**config.mk**
```make
export PLATFORM = sky130hd
export DESIGN_NAME = svc_top
export DESIGN_NICKNAME = d
export VERILOG_FILES = /design/src/source/svc_pkg.sv /design/src/source/svc_top.sv /design/src/source/svc_signal_mux.sv /design/src/source/svc_reset_seq.sv /design/src/source/svc_override_regs.sv /design/src/source/svc_cmd_decode.sv
export VERILOG_INCLUDE_DIRS = /design/src /design/src/source
export SDC_FILE = /design/constraint.sdc
export NUM_CORES = 1
export LEC_CHECK = 0
export ABC_AREA = 1
export BUFFER_PORTS_ARGS = -buffer_cell sky130_fd_sc_hd__buf_2
export CORE_AREA = 2 2 567 569
export DETAILED_ROUTE_END_ITERATION = 10
export DIE_AREA = 0 0 569 571
export MAX_ROUTING_LAYER = met4
export PLACE_DENSITY_LB_ADDON = 0.25
export SYNTH_ARGS = -nofsm -noshare
export SYNTH_HDL_FRONTEND = slang
export SYNTH_SLANG_ARGS = --single-unit
```
**constraint.sdc**
```tcl
create_clock -name clk -period 3.42 [get_ports clk]
set_input_delay 0.342 -clock clk [delete_from_list [all_inputs] [get_ports clk]]
set_output_delay 0.342 -clock clk [all_outputs]
set_load 0.005 [all_outputs]
```
**src/source/svc_defs.svh**
```systemverilog
// Command codes, reset hold length, strap values, zeroization mask and test token constants
`ifndef SVC_DEFS_SVH
`define SVC_DEFS_SVH

// ----------------------------------------------------------------------
// Service command codes
// ----------------------------------------------------------------------
`define SVC_CMD_FORCE_AWUSER_CORE      8'h01
`define SVC_CMD_FORCE_AWUSER_MCU       8'h02
`define SVC_CMD_RELEASE_AWUSER         8'h03
`define SVC_CMD_FORCE_ZEROIZATION      8'h04
`define SVC_CMD_FORCE_ZEROIZATION_RST  8'h05
`define SVC_CMD_RELEASE_ZEROIZATION    8'h06
`define SVC_CMD_FORCE_LC_TOKENS        8'h07
`define SVC_CMD_FORCE_RMA_SCRAP_PPD    8'h08
`define SVC_CMD_FC_LCC_RESET           8'h10

// ----------------------------------------------------------------------
// Controller reset sequencing
// ----------------------------------------------------------------------
// Number of cycles fc_lcc_rst_no stays low, must fit the 4-bit counter
`define SVC_RST_HOLD_CYCLES 11

// ----------------------------------------------------------------------
// Override values
// ----------------------------------------------------------------------
// Strap AXI user values of the core and the MCU load/store unit
`define SVC_AWUSER_CORE   32'h0000_0001
`define SVC_AWUSER_MCU    32'h0000_0002

`define SVC_ZERO_MASK_ALL 32'hFFFF_FFFF

// Fixed life-cycle test tokens as seen on the OTP data bundle
`define SVC_TOK_TEST_UNLOCK       128'h3852_305b_aecf_5ff1_d5c1_d25f_6db9_058d
`define SVC_TOK_TEST_EXIT_DEV     128'hd10c_eca9_7253_73ec_32ac_874c_7381_bd54
`define SVC_TOK_DEV_EXIT_PROD     128'hf1c0_bd8a_da70_5018_5d36_67f5_aeeb_c767
`define SVC_TOK_PROD_EXIT_PRODEND 128'hdb17_c6f2_fa63_d690_734a_8a31_6147_d7e5
`define SVC_TOK_RMA               128'h6792_6115_6880_f4cc_5178_5553_16c5_1e4d

// Multibit life-cycle "On" encoding for the token valid flags
`define SVC_TOK_VALID_ON 4'b0101

`endif
```
**src/source/svc_pkg.sv**
```systemverilog
// Vector typedefs and reset sequencer state enum for the service block
`default_nettype none

package svc_pkg;

  // Service command byte
  typedef logic [7:0] svc_cmd_t;

  // AXI write user field toward the fuse controller
  typedef logic [31:0] awuser_t;

  // MCU ROM zeroization mask
  typedef logic [31:0] rom_mask_t;

  // One life-cycle token from OTP
  typedef logic [127:0] lc_token_t;

  // Multibit life-cycle boolean
  typedef logic [3:0] lc_tx_t;

  // Controller reset sequencer
  typedef enum logic {
    IDLE,
    HOLD
  } rst_seq_e;

endpackage

`default_nettype wire

```
**src/source/svc_top.sv**
```systemverilog
// Top level of the service override block, stage instances and wiring
`timescale 1ns/1ns
`default_nettype none

module svc_top (
  input  logic               clk,
  input  logic               cptra_rst_b,
  input  logic               svc_cmd_valid_i,
  input  svc_pkg::svc_cmd_t  svc_cmd_i,
  input  svc_pkg::awuser_t   awuser_i,
  input  logic               fips_zero_ppd_i,
  input  svc_pkg::rom_mask_t rom_zero_mask_i,
  input  logic               lcc_scrap_mode_i,
  input  logic               allow_rma_scrap_ppd_i,
  input  svc_pkg::lc_token_t test_unlock_token_i,
  input  svc_pkg::lc_token_t test_exit_dev_token_i,
  input  svc_pkg::lc_token_t dev_exit_prod_token_i,
  input  svc_pkg::lc_token_t prod_exit_prodend_token_i,
  input  svc_pkg::lc_token_t rma_token_i,
  input  svc_pkg::lc_tx_t    test_tokens_valid_i,
  input  svc_pkg::lc_tx_t    rma_token_valid_i,
  input  logic               fc_lcc_rst_ni_i,
  output svc_pkg::awuser_t   awuser_o,
  output logic               fips_zero_ppd_o,
  output svc_pkg::rom_mask_t rom_zero_mask_o,
  output logic               lcc_scrap_mode_o,
  output logic               allow_rma_scrap_ppd_o,
  output svc_pkg::lc_token_t test_unlock_token_o,
  output svc_pkg::lc_token_t test_exit_dev_token_o,
  output svc_pkg::lc_token_t dev_exit_prod_token_o,
  output svc_pkg::lc_token_t prod_exit_prodend_token_o,
  output svc_pkg::lc_token_t rma_token_o,
  output svc_pkg::lc_tx_t    test_tokens_valid_o,
  output svc_pkg::lc_tx_t    rma_token_valid_o,
  output logic               fc_lcc_rst_no
);
  import svc_pkg::*;

  // Action pulses from decode
  logic act_awuser_core;
  logic act_awuser_mcu;
  logic act_awuser_rel;
  logic act_zero_set;
  logic act_zero_clr;
  logic act_zero_rel;
  logic act_tokens;
  logic act_ppd;
  logic act_rst;

  // Override state toward the multiplexer
  logic    awuser_ovr_en;
  awuser_t awuser_ovr;
  logic    zero_ovr_en;
  logic    zero_level;
  logic    tok_ovr_en;
  logic    ppd_ovr_en;
  logic    rst_hold;

  svc_cmd_decode u_cmd_decode (
    .clk               (clk),
    .cptra_rst_b       (cptra_rst_b),
    .svc_cmd_valid_i   (svc_cmd_valid_i),
    .svc_cmd_i         (svc_cmd_i),
    .act_awuser_core_o (act_awuser_core),
    .act_awuser_mcu_o  (act_awuser_mcu),
    .act_awuser_rel_o  (act_awuser_rel),
    .act_zero_set_o    (act_zero_set),
    .act_zero_clr_o    (act_zero_clr),
    .act_zero_rel_o    (act_zero_rel),
    .act_tokens_o      (act_tokens),
    .act_ppd_o         (act_ppd),
    .act_rst_o         (act_rst)
  );

  svc_override_regs u_override_regs (
    .clk               (clk),
    .cptra_rst_b       (cptra_rst_b),
    .act_awuser_core_i (act_awuser_core),
    .act_awuser_mcu_i  (act_awuser_mcu),
    .act_awuser_rel_i  (act_awuser_rel),
    .act_zero_set_i    (act_zero_set),
    .act_zero_clr_i    (act_zero_clr),
    .act_zero_rel_i    (act_zero_rel),
    .act_tokens_i      (act_tokens),
    .act_ppd_i         (act_ppd),
    .awuser_ovr_en_o   (awuser_ovr_en),
    .awuser_ovr_o      (awuser_ovr),
    .zero_ovr_en_o     (zero_ovr_en),
    .zero_level_o      (zero_level),
    .tok_ovr_en_o      (tok_ovr_en),
    .ppd_ovr_en_o      (ppd_ovr_en)
  );

  svc_reset_seq u_reset_seq (
    .clk         (clk),
    .cptra_rst_b (cptra_rst_b),
    .act_rst_i   (act_rst),
    .rst_hold_o  (rst_hold)
  );

  svc_signal_mux u_signal_mux (
    .awuser_ovr_en_i           (awuser_ovr_en),
    .awuser_ovr_i              (awuser_ovr),
    .zero_ovr_en_i             (zero_ovr_en),
    .zero_level_i              (zero_level),
    .tok_ovr_en_i              (tok_ovr_en),
    .ppd_ovr_en_i              (ppd_ovr_en),
    .rst_hold_i                (rst_hold),
    .awuser_i                  (awuser_i),
    .fips_zero_ppd_i           (fips_zero_ppd_i),
    .rom_zero_mask_i           (rom_zero_mask_i),
    .lcc_scrap_mode_i          (lcc_scrap_mode_i),
    .allow_rma_scrap_ppd_i     (allow_rma_scrap_ppd_i),
    .test_unlock_token_i       (test_unlock_token_i),
    .test_exit_dev_token_i     (test_exit_dev_token_i),
    .dev_exit_prod_token_i     (dev_exit_prod_token_i),
    .prod_exit_prodend_token_i (prod_exit_prodend_token_i),
    .rma_token_i               (rma_token_i),
    .test_tokens_valid_i       (test_tokens_valid_i),
    .rma_token_valid_i         (rma_token_valid_i),
    .fc_lcc_rst_ni_i           (fc_lcc_rst_ni_i),
    .awuser_o                  (awuser_o),
    .fips_zero_ppd_o           (fips_zero_ppd_o),
    .rom_zero_mask_o           (rom_zero_mask_o),
    .lcc_scrap_mode_o          (lcc_scrap_mode_o),
    .allow_rma_scrap_ppd_o     (allow_rma_scrap_ppd_o),
    .test_unlock_token_o       (test_unlock_token_o),
    .test_exit_dev_token_o     (test_exit_dev_token_o),
    .dev_exit_prod_token_o     (dev_exit_prod_token_o),
    .prod_exit_prodend_token_o (prod_exit_prodend_token_o),
    .rma_token_o               (rma_token_o),
    .test_tokens_valid_o       (test_tokens_valid_o),
    .rma_token_valid_o         (rma_token_valid_o),
    .fc_lcc_rst_no             (fc_lcc_rst_no)
  );

endmodule

`default_nettype wire

```
**src/source/svc_signal_mux.sv**
```systemverilog
// Output stage, override multiplexers for every controlled signal
`timescale 1ns/1ns
`default_nettype none
`include "svc_defs.svh"

module svc_signal_mux (
  // Override state
  input  logic               awuser_ovr_en_i,
  input  svc_pkg::awuser_t   awuser_ovr_i,
  input  logic               zero_ovr_en_i,
  input  logic               zero_level_i,
  input  logic               tok_ovr_en_i,
  input  logic               ppd_ovr_en_i,
  input  logic               rst_hold_i,
  // Functional inputs
  input  svc_pkg::awuser_t   awuser_i,
  input  logic               fips_zero_ppd_i,
  input  svc_pkg::rom_mask_t rom_zero_mask_i,
  input  logic               lcc_scrap_mode_i,
  input  logic               allow_rma_scrap_ppd_i,
  input  svc_pkg::lc_token_t test_unlock_token_i,
  input  svc_pkg::lc_token_t test_exit_dev_token_i,
  input  svc_pkg::lc_token_t dev_exit_prod_token_i,
  input  svc_pkg::lc_token_t prod_exit_prodend_token_i,
  input  svc_pkg::lc_token_t rma_token_i,
  input  svc_pkg::lc_tx_t    test_tokens_valid_i,
  input  svc_pkg::lc_tx_t    rma_token_valid_i,
  input  logic               fc_lcc_rst_ni_i,
  // Signals toward the fuse and life-cycle controllers
  output svc_pkg::awuser_t   awuser_o,
  output logic               fips_zero_ppd_o,
  output svc_pkg::rom_mask_t rom_zero_mask_o,
  output logic               lcc_scrap_mode_o,
  output logic               allow_rma_scrap_ppd_o,
  output svc_pkg::lc_token_t test_unlock_token_o,
  output svc_pkg::lc_token_t test_exit_dev_token_o,
  output svc_pkg::lc_token_t dev_exit_prod_token_o,
  output svc_pkg::lc_token_t prod_exit_prodend_token_o,
  output svc_pkg::lc_token_t rma_token_o,
  output svc_pkg::lc_tx_t    test_tokens_valid_o,
  output svc_pkg::lc_tx_t    rma_token_valid_o,
  output logic               fc_lcc_rst_no
);

  assign awuser_o = awuser_ovr_en_i ? awuser_ovr_i : awuser_i;

  // ----------------------------------------------------------------------
  // Zeroization group
  // ----------------------------------------------------------------------
  // Scrap mode is driven to the opposite of the PPD pin in both patterns
  assign fips_zero_ppd_o  = zero_ovr_en_i ? zero_level_i : fips_zero_ppd_i;
  assign lcc_scrap_mode_o = zero_ovr_en_i ? !zero_level_i : lcc_scrap_mode_i;
  assign rom_zero_mask_o  = !zero_ovr_en_i ? rom_zero_mask_i :
                            zero_level_i ? `SVC_ZERO_MASK_ALL : '0;

  assign allow_rma_scrap_ppd_o = ppd_ovr_en_i ? 1'b1 : allow_rma_scrap_ppd_i;

  // ----------------------------------------------------------------------
  // OTP token bundle
  // ----------------------------------------------------------------------
  assign test_unlock_token_o = tok_ovr_en_i ? `SVC_TOK_TEST_UNLOCK : test_unlock_token_i;
  assign test_exit_dev_token_o = tok_ovr_en_i ? `SVC_TOK_TEST_EXIT_DEV : test_exit_dev_token_i;
  assign dev_exit_prod_token_o = tok_ovr_en_i ? `SVC_TOK_DEV_EXIT_PROD : dev_exit_prod_token_i;
  assign prod_exit_prodend_token_o = tok_ovr_en_i ? `SVC_TOK_PROD_EXIT_PRODEND :
                                                    prod_exit_prodend_token_i;
  assign rma_token_o         = tok_ovr_en_i ? `SVC_TOK_RMA : rma_token_i;
  assign test_tokens_valid_o = tok_ovr_en_i ? `SVC_TOK_VALID_ON : test_tokens_valid_i;
  assign rma_token_valid_o   = tok_ovr_en_i ? `SVC_TOK_VALID_ON : rma_token_valid_i;

  // Either source can pull the controllers into reset
  assign fc_lcc_rst_no = fc_lcc_rst_ni_i && !rst_hold_i;

endmodule

`default_nettype wire

```
**src/source/svc_reset_seq.sv**
```systemverilog
// Reset stage, FSM holding the controller reset low for a fixed count
`timescale 1ns/1ns
`default_nettype none
`include "svc_defs.svh"

module svc_reset_seq (
  input  logic clk,
  input  logic cptra_rst_b,
  input  logic act_rst_i,
  output logic rst_hold_o
);
  import svc_pkg::*;

  rst_seq_e   state_q;
  logic [3:0] cnt_q;

  // A request during HOLD is ignored and the count runs on unchanged
  always_ff @(posedge clk or negedge cptra_rst_b) begin
    if (!cptra_rst_b) begin
      state_q <= IDLE;
      cnt_q   <= '0;
    end else begin
      case (state_q)
        IDLE: begin
          if (act_rst_i) begin
            state_q <= HOLD;
            cnt_q   <= '0;
          end
        end
        HOLD: begin
          // Last HOLD cycle has the counter at hold length minus one
          if (cnt_q == 4'(`SVC_RST_HOLD_CYCLES - 1)) begin
            state_q <= IDLE;
          end else begin
            cnt_q <= cnt_q + 4'd1;
          end
        end
        default: begin
          state_q <= IDLE;
        end
      endcase
    end
  end

  assign rst_hold_o = (state_q == HOLD);

endmodule

`default_nettype wire

```
**src/source/svc_override_regs.sv**
```systemverilog
// Override state stage with sticky enables and override values
`timescale 1ns/1ns
`default_nettype none
`include "svc_defs.svh"

module svc_override_regs (
  input  logic             clk,
  input  logic             cptra_rst_b,
  input  logic             act_awuser_core_i,
  input  logic             act_awuser_mcu_i,
  input  logic             act_awuser_rel_i,
  input  logic             act_zero_set_i,
  input  logic             act_zero_clr_i,
  input  logic             act_zero_rel_i,
  input  logic             act_tokens_i,
  input  logic             act_ppd_i,
  output logic             awuser_ovr_en_o,
  output svc_pkg::awuser_t awuser_ovr_o,
  output logic             zero_ovr_en_o,
  output logic             zero_level_o,
  output logic             tok_ovr_en_o,
  output logic             ppd_ovr_en_o
);

  // ----------------------------------------------------------------------
  // Enables
  // ----------------------------------------------------------------------
  // Token and PPD overrides have no release, only reset clears them
  always_ff @(posedge clk or negedge cptra_rst_b) begin
    if (!cptra_rst_b) begin
      awuser_ovr_en_o <= 1'b0;
      zero_ovr_en_o   <= 1'b0;
      tok_ovr_en_o    <= 1'b0;
      ppd_ovr_en_o    <= 1'b0;
    end else begin
      if (act_awuser_core_i || act_awuser_mcu_i) begin
        awuser_ovr_en_o <= 1'b1;
      end else if (act_awuser_rel_i) begin
        awuser_ovr_en_o <= 1'b0;
      end

      if (act_zero_set_i || act_zero_clr_i) begin
        zero_ovr_en_o <= 1'b1;
      end else if (act_zero_rel_i) begin
        zero_ovr_en_o <= 1'b0;
      end

      if (act_tokens_i) begin
        tok_ovr_en_o <= 1'b1;
      end

      if (act_ppd_i) begin
        ppd_ovr_en_o <= 1'b1;
      end
    end
  end

  // ----------------------------------------------------------------------
  // Override values
  // ----------------------------------------------------------------------
  // Values are only looked at while their enable is set
  always_ff @(posedge clk) begin
    if (act_awuser_core_i) begin
      awuser_ovr_o <= `SVC_AWUSER_CORE;
    end else if (act_awuser_mcu_i) begin
      awuser_ovr_o <= `SVC_AWUSER_MCU;
    end

    // Level 1 is the zeroization pattern, level 0 the zeroization reset pattern
    if (act_zero_set_i) begin
      zero_level_o <= 1'b1;
    end else if (act_zero_clr_i) begin
      zero_level_o <= 1'b0;
    end
  end

endmodule

`default_nettype wire

```
**src/source/svc_cmd_decode.sv**
```systemverilog
// Command capture stage, registers the strobe and decodes it into action pulses
`timescale 1ns/1ns
`default_nettype none
`include "svc_defs.svh"

module svc_cmd_decode (
  input  logic              clk,
  input  logic              cptra_rst_b,
  input  logic              svc_cmd_valid_i,
  input  svc_pkg::svc_cmd_t svc_cmd_i,
  output logic              act_awuser_core_o,
  output logic              act_awuser_mcu_o,
  output logic              act_awuser_rel_o,
  output logic              act_zero_set_o,
  output logic              act_zero_clr_o,
  output logic              act_zero_rel_o,
  output logic              act_tokens_o,
  output logic              act_ppd_o,
  output logic              act_rst_o
);
  import svc_pkg::*;

  logic     cmd_valid_q;
  svc_cmd_t cmd_q;

  always_ff @(posedge clk or negedge cptra_rst_b) begin
    if (!cptra_rst_b) begin
      cmd_valid_q <= 1'b0;
    end else begin
      cmd_valid_q <= svc_cmd_valid_i;
    end
  end

  // Command byte only matters while cmd_valid_q is set
  always_ff @(posedge clk) begin
    if (svc_cmd_valid_i) begin
      cmd_q <= svc_cmd_i;
    end
  end

  // One pulse per recognized code, for the cycle after the sampling edge
  always_comb begin
    act_awuser_core_o = 1'b0;
    act_awuser_mcu_o  = 1'b0;
    act_awuser_rel_o  = 1'b0;
    act_zero_set_o    = 1'b0;
    act_zero_clr_o    = 1'b0;
    act_zero_rel_o    = 1'b0;
    act_tokens_o      = 1'b0;
    act_ppd_o         = 1'b0;
    act_rst_o         = 1'b0;
    if (cmd_valid_q) begin
      case (cmd_q)
        `SVC_CMD_FORCE_AWUSER_CORE:     act_awuser_core_o = 1'b1;
        `SVC_CMD_FORCE_AWUSER_MCU:      act_awuser_mcu_o  = 1'b1;
        `SVC_CMD_RELEASE_AWUSER:        act_awuser_rel_o  = 1'b1;
        `SVC_CMD_FORCE_ZEROIZATION:     act_zero_set_o    = 1'b1;
        `SVC_CMD_FORCE_ZEROIZATION_RST: act_zero_clr_o    = 1'b1;
        `SVC_CMD_RELEASE_ZEROIZATION:   act_zero_rel_o    = 1'b1;
        `SVC_CMD_FORCE_LC_TOKENS:       act_tokens_o      = 1'b1;
        `SVC_CMD_FORCE_RMA_SCRAP_PPD:   act_ppd_o         = 1'b1;
        `SVC_CMD_FC_LCC_RESET:          act_rst_o         = 1'b1;
        default: begin
          // Unknown codes are dropped
        end
      endcase
    end
  end

endmodule

`default_nettype wire

```
==> results.sh <==
export IMPL_most_common_library_cells_after_synthesis="inv_1, nor2_1, or2_1"
export IMPL_synthesis_nets=2013
export IMPL_crit_path_start_kind="register"
export IMPL_total_leakage_power_nw=10.4
export IMPL_hold_buffer_count_at_cts=1
export IMPL_tightestPinTransition_ns=0.794
export IMPL_grt_pass1_wl_mm=168
export IMPL_cts_reportedPaths_clkPinSlew_ns=0.06
export IMPL_globalRouteOverflowTotal=0
export IMPL_synth_compound_area_share_pct=0.519
export IMPL_htree_num_levels=1
export IMPL_fp_dieArea_um2=325000
export IMPL_netlist_cell_types=26
export IMPL_setup_violators_final=0
export IMPL_initial_cell_density_of_the_core_pct=2.04
export IMPL_detailroute_via_count=13600
export IMPL_synthXorXnorAreaFrac_pct=0.135
export IMPL_tritoncts="done"
export IMPL_core_rowCount=208
export IMPL_yosysWarningCount=0
export IMPL_setup_worst_path_end_class="primary output"
export IMPL_post_synth_cell_area_avg_um2=5.07
export IMPL_synth_mux_area_fraction_pct=0.173
export IMPL_hpwlAfterDp_mm=140
export IMPL_cts_buffer_depth=2
export IMPL_initialDrtViolationCount=463
export IMPL_critical_path_n_buffers_inverters=3
export IMPL_synthTopCellsByArea="or2_1, inv_1, nor2_1"
export IMPL_final_max_slew_violation_count=0
export IMPL_synth_adder_area_share_pct=0.384
export IMPL_drive_above_1_share_pct=57.0
export IMPL_required_ns=3.08
export IMPL_status="finished, final reports clean"
export IMPL_cellPowerDensity_nw_per_um2=207
export IMPL_cts_resized_gates=0
export IMPL_avgViaCountPerCell=1.95
export IMPL_dpl_cell_area_um2=18700
export IMPL_design_area_um2=18900
export IMPL_vias_in_the_first_global_route=13000
export IMPL_preCtsSetupSlack_ns=1.17
export IMPL_grt_setup_unrepaired="false"
export IMPL_drt_pass1_iterations=5
export IMPL_finalClockSkew_ns=0.00410
export IMPL_remaining_routing_drc_violations=0
export IMPL_netlist_area_leader_share_pct=28.0
export IMPL_die_width_um=569
export IMPL_yosys_area_share_simple_pct=59.8
export IMPL_worst_hold_path_type="input port to register"
export IMPL_cts_setup_buffers=0
export IMPL_crit_path_max_fanout=40
export IMPL_drt_total_wl_mm=146
export IMPL_detail_route_antenna_nets=0
export IMPL_max_cap_violations=0
export IMPL_area_growth_pct=191
export IMPL_asyncSetResetFlopFracSynth_pct=47.6
export IMPL_synth_most_common_cell="inv_1"
export IMPL_wire_per_inst_um=21.0
export IMPL_max_slew_margin_rel_pct=47.0
export IMPL_hold_ws_ns=0.264
export IMPL_grt_start_max_net_pins=86
export IMPL_die_height_um=571
export IMPL_finalHoldViolations=0
export IMPL_port_buffers=1442
export IMPL_cp_slowest_stage_delay_ns=0.74
export IMPL_crit_arrival_ns=2.13
export IMPL_io_pins=1443
export IMPL_setup_total_negative_slack_ns=0
export IMPL_min_period_ns=2.47
export IMPL_cell_area_synth_um2=6510
export IMPL_antenna_violations_before_repair=188
export IMPL_total_number_of_nets_in_the_final_design=3414
export IMPL_clock_fmax_mhz=405
export IMPL_filler_instances=38300
export IMPL_synth_seq_cells=21
export IMPL_critical_path_slowest_cell="dfrtp_4"
export IMPL_cts_made_buffers=3
export IMPL_critical_path_class="register to primary output"
export IMPL_core_ar_um2=319000
export IMPL_synth_edff_count=8
export IMPL_synth_top_family_by_area="simple AND/OR/NAND/NOR gates"
export IMPL_synthCells=1284
export IMPL_max_vdd_ir_drop_mv=0.169
export IMPL_synth_yosys_seq_area_share_pct=8.46
export IMPL_grtUsageTotal_pct=8.68
export IMPL_cts_root_buf="clkbuf_16"
export IMPL_fin_ws_ns=0.950
export IMPL_synth_flop_cell="dfrtp_1"
export IMPL_crit_path_cell_trace="buf_12 > buf_4 > or2_1 > buf_2"
export IMPL_period_share_pct=72.2
export IMPL_worst_skew_pair_late_latency_ns=0.26
export IMPL_critical_path_top_delay_family="buffers and inverters"
export IMPL_synth_largest_area_cell="or2_1"
export IMPL_routability_driven_placement_congestion_ratio=0.919
export IMPL_cts_sinks=21
==> routing by layer <==
layer  vias to the layer above  global-route usage (%)  share of wire [%]
met2                      1188                    15.8                 50
met5                         -                       -                  0
met3                       328                    3.69                 12
li1                       6344                       -                  -
met4                         0                    3.04                4.8
met1                      5710                    8.06                 33
==> state kept, by name (all words and copies together), names as in the netlist <==
register                         flops
u_reset_seq.rst_hold_o               1
u_cmd_decode.cmd_q                   8
u_override_regs.awuser_ovr_en_o      1
u_cmd_decode.cmd_valid_q             1
u_reset_seq.cnt_q                    4
u_override_regs.zero_level_o         1
u_override_regs.tok_ovr_en_o         1
u_override_regs.awuser_ovr_o         2
u_override_regs.zero_ovr_en_o        1
u_override_regs.ppd_ovr_en_o         1
==> power breakdown <==
| group | leakage (nW) | switching (mW) | internal [mW] | total [mW] |
|---|---|---|---|---|
| clock | 0.0386 | 0.0967 | 0.159 | 0.256 |
| sequential | 0.233 | 0.0684 | 0.295 | 0.364 |
| combinational | 10.1 | 1.99 | 1.32 | 3.30 |
==> final cells by class <==
class / count / area, µm² / share of cell area [%]
sequential: 21 / 554 / 2.93
timing repair buffer: 1478 / 7550 / 39.9
antenna: 65 / 163 / 0.858
inverter: 366 / 1370 / 7.25
tap: 4200 / 5260 / 27.7
multi-input combinational: 815 / 3970 / 21.0
clock buffer: 4 / 78.8 / 0.416
==> stage by stage <==
step | util, % | total power [mW] | std cells
after global routing | 5.93 | 4.33 | 6946
after global placement | 5.86 | 3.91 | 6879
final | 5.93 | 3.92 | 6949
after CTS | 5.88 | 4.12 | 6884
after detailed placement | 5.86 | 3.85 | 6879
after floorplan | - | 1.47 | 1284
==> path summary, 6_finish.rpt <==
| check | depth (start not counted) | slack [ns] | start | endpoint |
|---|---|---|---|---|
| min in group asynchronous | 2 | 0.50 | cptra_rst_b | u_cmd_decode.cmd_valid_q |
| max in group asynchronous | 2 | 2.67 | cptra_rst_b | u_override_regs.tok_ovr_en_o |
| worst max register to register | 3 | 2.15 | u_override_regs.tok_ovr_en_o | u_override_regs.tok_ovr_en_o |
| worst min-delay path | 1 | 0.26 | svc_cmd_i[3] | u_cmd_decode.cmd_q[3] |
| worst min register to register | 2 | 0.45 | u_override_regs.awuser_ovr_o[0] | u_override_regs.awuser_ovr_o[0] |
| worst max-delay path | 4 | 0.95 | u_override_regs.tok_ovr_en_o | rma_token_o[52] |
==> cell usage in the layout (no fill, tap or decap), types with 2 or more instances in the layout <==
master     Yosys  layout
inv_1        363     363
dfrtp_1       10       9
or2_1        291     291
clkbuf_16      0       3
ha_1           2       2
inv_2          3       3
buf_2         41    1442
nand3_1       17      17
buf_12         0       5
diode_2        0      65
buf_4          0      30
a21oi_1        2       2
dfxtp_1        3       3
or2_2         40      40
nand2_1       91      90
nand2_2        1       2
edfxtp_1       8       8
nor2_1       362     362
==> cells by family (layout without fill, tap and decap cells) <==
group	after synthesis	after routing
AO/OA/AOI/OAI	5	5
XOR/XNOR	1	1
adder cells (fa/ha/maj)	2	2
buffers and inverters	448	1848
flip-flops	21	21
multiplexers	1	1
other	0	65
AND/OR/NAND/NOR	806	806
Power figures use the tool's default switching activity.
